<file path="src/hw/comp_macros.svh">
`ifndef COMP_MACROS_SVH
`define COMP_MACROS_SVH

// stream word width in bits
`define COMP_WORD_W 32

// header words ahead of the payload
`define COMP_HDR_WORDS 8

// header word positions of the captured fields
`define COMP_HDR_FLAG_IDX 4
`define COMP_HDR_LEN_IDX 5
`define COMP_HDR_TASK_IDX 6

// buffer depths
`define COMP_BEAT_FIFO_DEPTH 4
`define COMP_INFO_FIFO_DEPTH 2

`endif

</file>
<file path="src/hw/ll_pkg.sv">
`include "comp_macros.svh"

package ll_pkg;

   // rem code, a 1 marks an invalid low byte
   typedef logic [3:0] ll_rem_t;

   localparam ll_rem_t REM_4B = 4'b0000;
   localparam ll_rem_t REM_3B = 4'b0001;
   localparam ll_rem_t REM_2B = 4'b0011;
   localparam ll_rem_t REM_1B = 4'b0111;

   // one stream word
   typedef struct packed {
      logic [`COMP_WORD_W-1:0] data;
      ll_rem_t                 rem;
      logic                    sof;
      logic                    eof;
   } ll_word_t;

endpackage

</file>
<file path="src/hw/comp_pkg.sv">
`include "comp_macros.svh"

package comp_pkg;

   // operation flags as carried in header word bits 31:29
   typedef struct packed {
      logic comp;
      logic decomp;
      logic copy;
   } op_flags_t;

   // two payload words, first word in hi
   typedef struct packed {
      logic [`COMP_WORD_W-1:0] hi;
      logic [`COMP_WORD_W-1:0] lo;
      logic                    last;
   } pair_beat_t;

   // fields captured from the header
   typedef struct packed {
      op_flags_t               flags;
      logic [`COMP_WORD_W-1:0] src_len;
      logic [9:0]              task_idx;
   } frame_info_t;

endpackage

</file>
<file path="src/hw/sync_fifo.sv">
`timescale 1ns/1ps

module sync_fifo #(
   parameter type item_t = logic,
   parameter int  DEPTH  = 4
) (
   input  logic  clk,
   input  logic  rst_n,
   input  item_t push_i,
   input  logic  push_valid_i,
   output logic  push_ready_o,
   output item_t pop_o,
   output logic  pop_valid_o,
   input  logic  pop_ready_i
);
   localparam int PTR_W = (DEPTH > 1) ? $clog2(DEPTH) : 1;
   localparam int CNT_W = $clog2(DEPTH + 1);

   item_t            mem [DEPTH];
   logic [PTR_W-1:0] wr_ptr;
   logic [PTR_W-1:0] rd_ptr;
   logic [CNT_W-1:0] count;
   logic             push_fire;
   logic             pop_fire;

   // wrap for depths that are not a power of two
   function automatic logic [PTR_W-1:0] next_ptr(input logic [PTR_W-1:0] ptr);
      return (ptr == PTR_W'(DEPTH - 1)) ? '0 : ptr + 1'b1;
   endfunction

   assign push_ready_o = (count != CNT_W'(DEPTH));
   assign pop_valid_o  = (count != '0);
   assign pop_o        = mem[rd_ptr];
   assign push_fire    = push_valid_i && push_ready_o;
   assign pop_fire     = pop_valid_o && pop_ready_i;

   always_ff @(posedge clk) begin
      if (!rst_n) begin
         wr_ptr <= '0;
         rd_ptr <= '0;
         count  <= '0;
      end else begin
         if (push_fire) begin
            wr_ptr <= next_ptr(wr_ptr);
         end
         if (pop_fire) begin
            rd_ptr <= next_ptr(rd_ptr);
         end
         if (push_fire && !pop_fire) begin
            count <= count + 1'b1;
         end else if (pop_fire && !push_fire) begin
            count <= count - 1'b1;
         end
      end
   end

   always_ff @(posedge clk) begin
      if (push_fire) begin
         mem[wr_ptr] <= push_i;
      end
   end

   // a full buffer without a pop keeps its count and write pointer
   a_no_overflow: assert property (@(posedge clk) disable iff (!rst_n)
      (count == CNT_W'(DEPTH) && !pop_fire) |=> (count == CNT_W'(DEPTH) && $stable(wr_ptr)));

   // an empty buffer without a push keeps its count and read pointer
   a_no_underflow: assert property (@(posedge clk) disable iff (!rst_n)
      (count == '0 && !push_fire) |=> (count == '0 && $stable(rd_ptr)));

endmodule

</file>
<file path="src/hw/ll_frame_parser.sv">
`timescale 1ns/1ps
`include "comp_macros.svh"

module ll_frame_parser (
   input  logic                  clk,
   input  logic                  rst_n,
   input  ll_pkg::ll_word_t      in_word_i,
   input  logic                  in_valid_i,
   output logic                  in_ready_o,
   output comp_pkg::pair_beat_t  beat_o,
   output logic                  beat_valid_o,
   input  logic                  beat_ready_i,
   output comp_pkg::frame_info_t info_o,
   output logic                  info_valid_o,
   input  logic                  info_ready_i
);
   import ll_pkg::*;
   import comp_pkg::*;

   localparam int CNT_W = $clog2(`COMP_HDR_WORDS);
   localparam logic [CNT_W-1:0] HDR_LAST = CNT_W'(`COMP_HDR_WORDS - 1);

   logic                    in_hdr;
   logic [CNT_W-1:0]        hdr_cnt;
   logic                    slot_lo;
   logic                    in_fire;
   logic [`COMP_WORD_W-1:0] word_data;
   logic [`COMP_WORD_W-1:0] hi_q;
   pair_beat_t              beat_q;
   logic                    beat_valid_q;
   frame_info_t             info_q;
   logic                    info_valid_q;

   function automatic logic [`COMP_WORD_W-1:0] mask_word(input logic [`COMP_WORD_W-1:0] data,
                                                         input ll_rem_t rem);
      logic [`COMP_WORD_W-1:0] res;
      res = data;
      case (rem)
         REM_3B:  res = {data[`COMP_WORD_W-1:8], 8'h00};
         REM_2B:  res = {data[`COMP_WORD_W-1:16], 16'h0000};
         REM_1B:  res = {data[`COMP_WORD_W-1:24], 24'h000000};
         default: res = data;
      endcase
      return res;
   endfunction

   // stall while a finished beat or info has not been taken
   assign in_ready_o = !(beat_valid_q && !beat_ready_i) && !(info_valid_q && !info_ready_i);
   assign in_fire    = in_valid_i && in_ready_o;
   assign word_data  = in_word_i.eof ? mask_word(in_word_i.data, in_word_i.rem) : in_word_i.data;

   always_ff @(posedge clk) begin
      if (!rst_n) begin
         in_hdr       <= 1'b1;
         hdr_cnt      <= '0;
         slot_lo      <= 1'b0;
         beat_valid_q <= 1'b0;
         info_valid_q <= 1'b0;
      end else begin
         if (beat_valid_q && beat_ready_i) begin
            beat_valid_q <= 1'b0;
         end
         if (info_valid_q && info_ready_i) begin
            info_valid_q <= 1'b0;
         end
         if (in_fire && in_hdr) begin
            // idle until sof starts a header
            if (hdr_cnt != '0 || in_word_i.sof) begin
               if (hdr_cnt == HDR_LAST) begin
                  in_hdr       <= 1'b0;
                  hdr_cnt      <= '0;
                  slot_lo      <= 1'b0;
                  info_valid_q <= 1'b1;
               end else begin
                  hdr_cnt <= hdr_cnt + 1'b1;
               end
            end
         end else if (in_fire) begin
            if (slot_lo || in_word_i.eof) begin
               beat_valid_q <= 1'b1;
            end
            slot_lo <= !slot_lo && !in_word_i.eof;
            if (in_word_i.eof) begin
               in_hdr <= 1'b1;
            end
         end
      end
   end

   always_ff @(posedge clk) begin
      if (in_fire && in_hdr) begin
         if (hdr_cnt == CNT_W'(`COMP_HDR_FLAG_IDX)) begin
            info_q.flags <= op_flags_t'(in_word_i.data[31:29]);
         end
         if (hdr_cnt == CNT_W'(`COMP_HDR_LEN_IDX)) begin
            info_q.src_len <= in_word_i.data;
         end
         if (hdr_cnt == CNT_W'(`COMP_HDR_TASK_IDX)) begin
            info_q.task_idx <= in_word_i.data[9:0];
         end
      end else if (in_fire) begin
         if (!slot_lo) begin
            hi_q <= word_data;
         end
         // odd word count, lo stays zero
         if (!slot_lo && in_word_i.eof) begin
            beat_q.hi   <= word_data;
            beat_q.lo   <= '0;
            beat_q.last <= 1'b1;
         end else if (slot_lo) begin
            beat_q.hi   <= hi_q;
            beat_q.lo   <= word_data;
            beat_q.last <= in_word_i.eof;
         end
      end
   end

   assign beat_o       = beat_q;
   assign beat_valid_o = beat_valid_q;
   assign info_o       = info_q;
   assign info_valid_o = info_valid_q;

   a_sof_at_hdr0: assert property (@(posedge clk) disable iff (!rst_n)
      (in_fire && in_word_i.sof) |-> (in_hdr && hdr_cnt == '0));

   a_no_eof_in_hdr: assert property (@(posedge clk) disable iff (!rst_n)
      (in_fire && in_word_i.eof) |-> !in_hdr);

endmodule

</file>
<file path="src/hw/ll_frame_builder.sv">
`timescale 1ns/1ps
`include "comp_macros.svh"

module ll_frame_builder (
   input  logic                  clk,
   input  logic                  rst_n,
   input  comp_pkg::pair_beat_t  beat_i,
   input  logic                  beat_valid_i,
   output logic                  beat_ready_o,
   input  comp_pkg::frame_info_t info_i,
   input  logic                  info_valid_i,
   output logic                  info_ready_o,
   output ll_pkg::ll_word_t      out_word_o,
   output logic                  out_valid_o,
   input  logic                  out_ready_i
);
   import ll_pkg::*;
   import comp_pkg::*;

   typedef enum logic [2:0] {
      S_HI,
      S_LO,
      S_STATUS,
      S_LENGTH,
      S_TASK
   } state_t;

   state_t                  state;
   ll_word_t                out_q;
   logic                    out_valid_q;
   logic                    out_free;
   logic                    pop_beat;
   logic                    pop_info;
   logic                    load;
   logic [15:0]             beat_cnt;
   logic                    first_q;
   logic [`COMP_WORD_W-1:0] lo_q;
   logic                    last_q;
   frame_info_t             info_q;
   logic                    status_ok;

   assign out_free     = !out_valid_q || out_ready_i;
   assign beat_ready_o = (state == S_HI) && out_free;
   assign info_ready_o = (state == S_STATUS) && out_free;
   assign pop_beat     = beat_ready_o && beat_valid_i;
   assign pop_info     = info_ready_o && info_valid_i;
   assign load         = pop_beat || pop_info ||
                         (out_free && (state == S_LO || state == S_LENGTH || state == S_TASK));

   // beats seen against the length field in 8-byte units
   assign status_ok = (beat_cnt == info_i.src_len[18:3]);

   always_ff @(posedge clk) begin
      if (!rst_n) begin
         state       <= S_HI;
         out_valid_q <= 1'b0;
         beat_cnt    <= '0;
         first_q     <= 1'b1;
      end else begin
         if (load) begin
            out_valid_q <= 1'b1;
         end else if (out_ready_i) begin
            out_valid_q <= 1'b0;
         end
         case (state)
            S_HI: begin
               if (pop_beat) begin
                  state    <= S_LO;
                  beat_cnt <= beat_cnt + 1'b1;
                  first_q  <= 1'b0;
               end
            end
            S_LO: begin
               if (out_free) begin
                  state <= last_q ? S_STATUS : S_HI;
               end
            end
            S_STATUS: begin
               if (pop_info) begin
                  state <= S_LENGTH;
               end
            end
            S_LENGTH: begin
               if (out_free) begin
                  state <= S_TASK;
               end
            end
            S_TASK: begin
               if (out_free) begin
                  state    <= S_HI;
                  beat_cnt <= '0;
                  first_q  <= 1'b1;
               end
            end
            default: state <= S_HI;
         endcase
      end
   end

   always_ff @(posedge clk) begin
      if (pop_beat) begin
         lo_q   <= beat_i.lo;
         last_q <= beat_i.last;
      end
      if (pop_info) begin
         info_q <= info_i;
      end
      if (load) begin
         out_q.rem <= REM_4B;
         out_q.sof <= 1'b0;
         out_q.eof <= 1'b0;
         case (state)
            S_HI: begin
               out_q.data <= beat_i.hi;
               out_q.sof  <= first_q;
            end
            S_LO:     out_q.data <= lo_q;
            S_STATUS: out_q.data <= {info_i.flags, status_ok, {(`COMP_WORD_W-4){1'b0}}};
            S_LENGTH: out_q.data <= {{(`COMP_WORD_W-19){1'b0}}, beat_cnt, 3'b000};
            S_TASK: begin
               out_q.data <= {{(`COMP_WORD_W-10){1'b0}}, info_q.task_idx};
               out_q.eof  <= 1'b1;
            end
            default: out_q.data <= '0;
         endcase
      end
   end

   assign out_word_o  = out_q;
   assign out_valid_o = out_valid_q;

   // parser pushes info at header word 7, ahead of every beat
   a_info_ready_for_footer: assert property (@(posedge clk) disable iff (!rst_n)
      (state == S_STATUS) |-> info_valid_i);

endmodule

</file>
<file path="src/hw/comp_unit.sv">
`timescale 1ns/1ps
`include "comp_macros.svh"

module comp_unit (
   input  logic             clk,
   input  logic             rst_n,
   input  ll_pkg::ll_word_t in_word_i,
   input  logic             in_valid_i,
   output logic             in_ready_o,
   output ll_pkg::ll_word_t out_word_o,
   output logic             out_valid_o,
   input  logic             out_ready_i
);
   import comp_pkg::*;

   pair_beat_t  beat_push;
   logic        beat_push_valid;
   logic        beat_push_ready;
   pair_beat_t  beat_pop;
   logic        beat_pop_valid;
   logic        beat_pop_ready;
   frame_info_t info_push;
   logic        info_push_valid;
   logic        info_push_ready;
   frame_info_t info_pop;
   logic        info_pop_valid;
   logic        info_pop_ready;

   ll_frame_parser u_parser (
      .clk          (clk),
      .rst_n        (rst_n),
      .in_word_i    (in_word_i),
      .in_valid_i   (in_valid_i),
      .in_ready_o   (in_ready_o),
      .beat_o       (beat_push),
      .beat_valid_o (beat_push_valid),
      .beat_ready_i (beat_push_ready),
      .info_o       (info_push),
      .info_valid_o (info_push_valid),
      .info_ready_i (info_push_ready)
   );

   // payload beats
   sync_fifo #(
      .item_t (pair_beat_t),
      .DEPTH  (`COMP_BEAT_FIFO_DEPTH)
   ) u_beat_fifo (
      .clk          (clk),
      .rst_n        (rst_n),
      .push_i       (beat_push),
      .push_valid_i (beat_push_valid),
      .push_ready_o (beat_push_ready),
      .pop_o        (beat_pop),
      .pop_valid_o  (beat_pop_valid),
      .pop_ready_i  (beat_pop_ready)
   );

   // one entry per frame in flight
   sync_fifo #(
      .item_t (frame_info_t),
      .DEPTH  (`COMP_INFO_FIFO_DEPTH)
   ) u_info_fifo (
      .clk          (clk),
      .rst_n        (rst_n),
      .push_i       (info_push),
      .push_valid_i (info_push_valid),
      .push_ready_o (info_push_ready),
      .pop_o        (info_pop),
      .pop_valid_o  (info_pop_valid),
      .pop_ready_i  (info_pop_ready)
   );

   ll_frame_builder u_builder (
      .clk          (clk),
      .rst_n        (rst_n),
      .beat_i       (beat_pop),
      .beat_valid_i (beat_pop_valid),
      .beat_ready_o (beat_pop_ready),
      .info_i       (info_pop),
      .info_valid_i (info_pop_valid),
      .info_ready_o (info_pop_ready),
      .out_word_o   (out_word_o),
      .out_valid_o  (out_valid_o),
      .out_ready_i  (out_ready_i)
   );

endmodule

</file>
<file path="config.mk">
export PLATFORM = sky130hd
export DESIGN_NAME = comp_unit
export DESIGN_NICKNAME = d
export VERILOG_FILES = /design/src/hw/ll_pkg.sv /design/src/hw/comp_pkg.sv /design/src/hw/sync_fifo.sv /design/src/hw/ll_frame_parser.sv /design/src/hw/ll_frame_builder.sv /design/src/hw/comp_unit.sv
export VERILOG_INCLUDE_DIRS = /design/src /design/src/hw
export SDC_FILE = /design/constraint.sdc
export NUM_CORES = 1
export LEC_CHECK = 0
export BUFFER_PORTS_ARGS = -buffer_cell sky130_fd_sc_hd__clkbuf_2
export CORE_MARGIN = 4
export CORE_UTILIZATION = 58
export CTS_CLUSTER_SIZE = 12
export DETAILED_ROUTE_END_ITERATION = 16
export PLACE_DENSITY_LB_ADDON = 0.3
export SETUP_SLACK_MARGIN = 0.05
export SYNTH_ARGS = -nofsm -noshare
export SYNTH_HDL_FRONTEND = slang
export SYNTH_SLANG_ARGS = --single-unit
export TNS_END_PERCENT = 20
</file>
<file path="constraint.sdc">
create_clock -name clk -period 6.55 [get_ports clk]
set_clock_uncertainty 0.05 [all_clocks]
set_input_delay 1.31 -clock clk [delete_from_list [all_inputs] [get_ports clk]]
set_output_delay 1.31 -clock clk [all_outputs]
set_load 0.01 [all_outputs]
</file>
==> reports/qor.yml, run 1 <==
run_status: "finished, final reports clean"
drt-vias-per-instance: 5.90
drt_wl_total_um: 41400
fin_area_sq_um: 23800
dr.pass1.iters: 5
final_layout_size_suffix_gt1_share_pct: 21.5
hold_path_class: "reg2reg"
dpl_cell_area_sq_um: 22200
leakagePower_nw: 7.92
drtIter0Drc: 779
final_util_pct: 66.2
postRouteAntennaNets: 0
grt_max_degree: 66
crit_type: "reg2reg"
end_kind: "register"
post-place-cells: 1672
grt_first_pass_wirelength_um: 63700
core_sq_um: 35900
grt_overflow: 0
cts.clk_slew.worst_paths_ns: 0.06
post-synth-top-area-cell: "edfxtp_1"
std_cell_rows: 69
postCtsSetupRepairBufs: 0
h-tree-depth: 2
dp_hpwl_um: 23500
post-route-period-util_pct: 55.1
synth.area.mux_share_pct: 10.4
routabilityCongestion: 0.774
synth-adder-area-share_pct: 0.857
cts_num_sinks: 563
worst_pin_slew_ns: 1.15
synth_top_family_by_area: "multiplexers"
port_buffers: 77
synth_xor_area_share_pct: 1.40
setup_viol: 0
crit_required_ns: 6.46
yosys.area_share.simple_pct: 6.03
wl_per_cell_um: 23.5
cap_violations: 0
synth_most_common_cell: "edfxtp_1"
synthTopCellsByCount: "521 x edfxtp_1, 82 x nand2_1, 75 x nor2_1"
num_antenna_cells: 0
ys_top_cells_by_area: "edfxtp_1 73%, mux4_2 6.9%, dfxtp_1 3.9%"
grt_usage_pct: 21.4
rsz0062_at_grt: "no"
ys_types: 55
p_per_area_nw_per_um2: 368
maxSlewViolCount: 0
worstPathMaxFanout: 34
worstPathArrival_ns: 3.52
hold_viol: 0
vdd_drop_max_mv: 0.252
ys_ff_latch: 563
initial_core_util_pct: 59.4
fp.dieArea_sq_um: 39900
startpoint_type: "register"
drc: 0
max_slew_margin_pct: 23.3
synth_compound_area_share_pct: 2.30
die_height_um: 200
layoutNonFillerInstCount: 1758
numCtsBuffers: 55
num_vias: 10378
postCtsHoldBufs: 0
syn_area_sq_um: 21300
ys.flop_type: "edfxtp_1"
setup_tns_ns: 0
grt_pass1_vias: 10722
root_buffer: "clkbuf_16"
synth_edf_count: 521
area.growth.synth_to_final_pct: 11.6
max_freq_mhz: 277
async_flop_share_pct: 0
clk_latency_ns: 0.57
die_w_um: 200
period_needed_ns: 3.61
ys.warnings.count: 0
syn_inst: 1168
nets: 1324
synth_top_area_share_pct: 73.4
yosysSeqAreaShare_pct: 77.3
synth.avg_cell_area_sq_um: 18.3
io_pins: 82
cts_tree: "yes"
grt_antenna_before_repair: 0
ctsResizeCount: 0
clock_path_buffers: 3
path summary, 6_finish.rpt:
kind	from	endpoint	slack, ns	cells after the start
min reg2reg	u_parser.info_o[28]	u_info_fifo.mem[0][28]	0.39	0
max	u_builder.state[1]	u_builder.out_word_o[17]	2.94	5
max reg2reg	u_builder.state[1]	u_builder.out_word_o[17]	2.94	5
min	u_parser.info_o[28]	u_info_fifo.mem[0][28]	0.39	0
metrics by stage:
stage / hold slack (ns) / worst slack, ns / power [mW]
detailed placement: 0.380 / 2.48 / 6.02
floorplan: 0.368 / 1.70 / 5.51
CTS: 0.394 / 2.87 / 8.83
finish: 0.395 / 2.94 / 8.75
global route: 0.402 / 2.70 / 9.10
global placement: 0.373 / 2.59 / 5.98
sequential cells by signal, summed over array words and instances, names as in the netlist, 2 cells and up, named ones only:
name,cells
u_builder.lo_q,32
u_beat_fifo.rd_ptr,2
u_parser.beat_o,65
u_builder.beat_cnt,16
u_builder.out_word_o,34
u_info_fifo.count,2
u_beat_fifo.mem,260
u_beat_fifo.count,3
u_builder.state,3
u_beat_fifo.wr_ptr,2
u_info_fifo.mem,58
u_parser.info_o,29
u_parser.hdr_cnt,3
u_parser.hi_q,32
u_builder.info_q,10
kinds of logic (layout without fill, tap and decap cells):
kind of cell,Yosys count,after routing
AOI/OAI and AO/OA,78,78
xor gates and xnor gates,34,34
and+or+nand+nor,260,260
buffers and inverters,83,209
DFF,563,563
muxes,135,135
adders and majority gates,14,14
other,1,4
power by group:
part	switching [mW]	internal, mW	total, mW
registers	0.221	4.31	4.53
clock network	1.21	1.62	2.83
logic	0.797	0.591	1.39
layer usage:
| metal | up-vias | share of wire, % | GRT usage, % |
|---|---|---|---|
| met3 | 67 | 6.1 | 3.27 |
| li1 | 4667 | - | - |
| met1 | 5315 | 41 | 29.9 |
| met5 | - | 0 | 0 |
| met2 | 329 | 51 | 36.2 |
| met4 | 0 | 1.9 | 5.18 |
placed cells by master, fill, tap and decap left out, types with 4 or more instances in the layout:
| cell type | n |
|---|---|
| a21oi_1 | 10 |
| a22oi_1 | 17 |
| and2_1 | 20 |
| and2_2 | 4 |
| and3_1 | 15 |
| buf_4 | 17 |
| clkbuf_1 | 20 |
| clkbuf_16 | 56 |
| clkbuf_2 | 77 |
| conb_1 | 4 |
| dfxtp_1 | 39 |
| edfxtp_1 | 521 |
| ha_1 | 13 |
| inv_1 | 28 |
| mux2_2 | 34 |
| mux2i_1 | 36 |
| mux4_2 | 65 |
| nand2_1 | 82 |
| nand2b_1 | 4 |
| nand3_1 | 12 |
| nand4_1 | 4 |
| nor2_1 | 73 |
| nor2b_1 | 10 |
| nor3_1 | 5 |
| nor4_1 | 4 |
| o21ai_0 | 31 |
| xnor2_1 | 19 |
| xor2_1 | 15 |
critical path, cell delays in order (launching register included):
cell,delay [ns]
dfxtp_1,0.64
buf_4,0.45
nor2_1,0.09
and2_0,0.48
o21ai_0,0.35
nand3_2,0.90
final cells by class:
cell class / count / area [sq um]
Sequential cell: 563 / 16500
Fill cell: 2372 / 12100
Multi-Input combinational cell: 525 / 4510
Clock buffer: 78 / 1500
Tap cell: 461 / 577
Timing Repair Buffer: 94 / 513
Inverter: 29 / 114
Clock inverter: 8 / 77.6
(Power assumes the default switching activity.)
==> run 2, diff against run 1 <==
--- a/config.mk
+++ b/config.mk
@@ -8,7 +8,7 @@
 export LEC_CHECK = 0
 export BUFFER_PORTS_ARGS = -buffer_cell sky130_fd_sc_hd__clkbuf_2
 export CORE_MARGIN = 4
-export CORE_UTILIZATION = 58
+export CORE_UTILIZATION = 55
 export CTS_CLUSTER_SIZE = 12
 export DETAILED_ROUTE_END_ITERATION = 16
 export PLACE_DENSITY_LB_ADDON = 0.3
==> constraint.sdc (replaced) <==
create_clock -name clk -period 3 [get_ports clk]
set_clock_uncertainty 0.05 [all_clocks]
set_input_delay 0.6 -clock clk [delete_from_list [all_inputs] [get_ports clk]]
set_output_delay 0.6 -clock clk [all_outputs]
set_load 0.01 [all_outputs]
==> run 2 against run 1 <==
Cell area up 1.5%; critical path depth grew 3; non-clock buffer count rose by 16; register-to-register slack worse by 2.5 ns; clock power up 120%; power grew 120%; sequential cell count unchanged; first-iteration DRC count rose by 8.0%; critical endpoint is now u_beat_fifo.count[2]; highest routed layer is now met5.
==> reports/qor.yml, run 2 (synthesized netlist as in run 1, its figures left out) <==
final_common_cell: "edfxtp_1"
hold_ws_ns: 0.182  # -0.212 ns
fin_area_sq_um: 24100  # +1.5%
register_area_sq_um: 16500  # about the same
num_antenna_cells: 0  # unchanged
cts_num_sinks: 563  # unchanged
postRouteAntennaNets: 0  # unchanged
clock_path_buffers: 3  # unchanged
leakagePower_nw: 8.03  # +1.5%
dp_hpwl_um: 24500  # +4.2%
area.growth.synth_to_final_pct: 13.2
cp_top_family: "compound AO/OA/AOI/OAI gates"
crit_required_ns: 3.44  # -3.02 ns
largest_reg_flops: 260  # unchanged
slowest_stage: "a21boi_1"
numCtsBuffers: 55  # unchanged
postCtsSetupRepairBufs: 0  # unchanged
rr_worst_depth: 8  # +3
worst_path_largest_cell_delay_ns: 0.47  # -0.43 ns
grt_overflow: 0  # unchanged
n_fill_cell: 2578  # +8.7%
period_needed_ns: 2.53  # -1.07 ns
num_vias: 10252  # -1.2%
h-tree-depth: 2  # unchanged
drt_wl_total_um: 41400  # about the same
drc: 0  # unchanged
fp.dieArea_sq_um: 42000  # +5.2%
max_slew_margin_pct: 45.0  # +22 points
die_w_um: 205  # +2.6%
startpoint_type: "register"
drtIter0Drc: 841  # +8.0%
hold_depth: 1  # +1
worstPathMaxFanout: 7  # -79%
multi_input_area_sq_um: 4510  # +0.14%
combPwrFrac_pct: 17.8  # +1.9 points
setup_viol: 0  # unchanged
nets: 1340  # +1.2%
internal_power_mw: 14.4  # +120%
worst_slack_ns: 0.465  # -2.48 ns
wl_per_cell_um: 22.7  # -3.4%
clk_latency_ns: 0.58  # about the same
cts_tree: "yes"
grt_antenna_before_repair: 1  # +1
ctsResizeCount: 0  # unchanged
cap_violations: 0  # unchanged
io_pins: 82  # unchanged
crit_cells: 8  # +3
max_freq_mhz: 395  # +42%
drt-vias-per-instance: 5.64  # -4.5%
post-place-cells: 1738  # +3.9%
switching_power_mw: 4.90  # +120%
rsz0062_at_grt: "no"
worst-path-buf-inv: 1  # unchanged
p_clk_share_pct: 32.2  # about the same
final_util_pct: 63.6  # -2.6 points
maxSlewViolCount: 0  # unchanged
routabilityCongestion: 0.762  # -1.5%
grt_max_degree: 66  # unchanged
vdd_drop_max_mv: 0.570  # +130%
root_buffer: "clkbuf_16"
place_ws_ns: 0.460  # -2.02 ns
worst_pin_slew_ns: 0.820  # -0.329 ns
crit_type: "reg2reg"
worstPathArrival_ns: 2.98  # -0.54 ns
cts.clk_slew.worst_paths_ns: 0.06  # about the same
largest_register: "u_beat_fifo.mem"
final_cell_mix: "521 x edfxtp_1, 82 x nand2_1, 77 x clkbuf_2"
switching_share_pct: 25.4  # -0.12 points
end_kind: "register"
std_cell_rows: 71  # +2.9%
initial_core_util_pct: 56.2  # -3.2 points
dpl_cell_area_sq_um: 22500  # +1.5%
postCtsHoldBufs: 0  # unchanged
hold_viol: 0  # unchanged
run_status: "finished, final reports clean"
grt_pass1_vias: 10728  # +0.056%
die_height_um: 205  # +2.6%
p_per_area_nw_per_um2: 800  # +120%
power_frac_seq_pct: 50.0  # -1.8 points
post-route-period-util_pct: 84.5  # +29 points
grt_first_pass_wirelength_um: 63600  # about the same
hold_path_class: "in2reg"
port_buffers: 77  # unchanged
dr.pass1.iters: 5  # unchanged
grt_usage_pct: 20.2  # -1.1 points
final_layout_size_suffix_gt1_share_pct: 22.6  # +1.1 points
core_sq_um: 37900  # +5.6%
layoutNonFillerInstCount: 1819  # +3.5%
cp_cell_sequence: "nor2_1 > a21boi_1 > ha_1 > inv_1 > fa_1 > xor2_1 > or3_1 > a21boi_0"
## run 2: changes by cell type in the layout (fill, tap and decap cells not counted), sizes merged
cell / before / now
buf: 17 / 33
clkbuf: 155 / 149
bufinv: 1 / 2
clkinv: 7 / 6
clkinvlp: 0 / 1
## run 2: worst paths after layout
path / from / end / slack (ns)
worst max-delay path: u_beat_fifo.count[0] / u_beat_fifo.count[2] / 0.47
worst min-delay path: in_word_i[7] / u_parser.info_o[1] / 0.18
worst max register to register: u_beat_fifo.count[0] / u_beat_fifo.count[2] / 0.47
worst min register to register: u_parser.info_o[3] / u_info_fifo.mem[0][3] / 0.40
## run 2: area by class of cell
| type | instances | area share (%) |
|---|---|---|
| multi-input cells | 525 | 18.7 |
| clock inverters | 9 | 0.451 |
| well taps | 511 | 2.65 |
| inverters | 29 | 0.503 |
| flip-flops and latches | 563 | 68.4 |
| repair buffers | 110 | 3.19 |
| clock buffers | 72 | 6.14 |
## run 2: metal layers
metal  track usage (%)  vias up  part of all wire (%)
met3              3.56       56                   5.4
li1                  -     4691                     -
met2              34.4      264                    50
met4              4.95        2                   1.9
met1              27.8     5239                    43
met5                 0        -                 0.017
## run 2: power groups by stage
| stage | sequential [mW] | clock [mW] | combinational, mW |
|---|---|---|---|
| after floorplan | 9.85 | 0 | 2.18 |
| after global placement | 9.81 | 0 | 3.44 |
| after detailed placement | 9.82 | 0 | 3.48 |
| after CTS | 9.66 | 6.34 | 3.50 |
| after global routing | 9.71 | 6.73 | 3.74 |
| final | 9.65 | 6.22 | 3.43 |
## run 2: stage by stage
stage	total power [mW]	TNS, ns
finish	19.3	0
global route	20.2	0
CTS	19.5	0
detailed placement	13.3	0
global placement	13.3	0
floorplan	12.0	-4.24
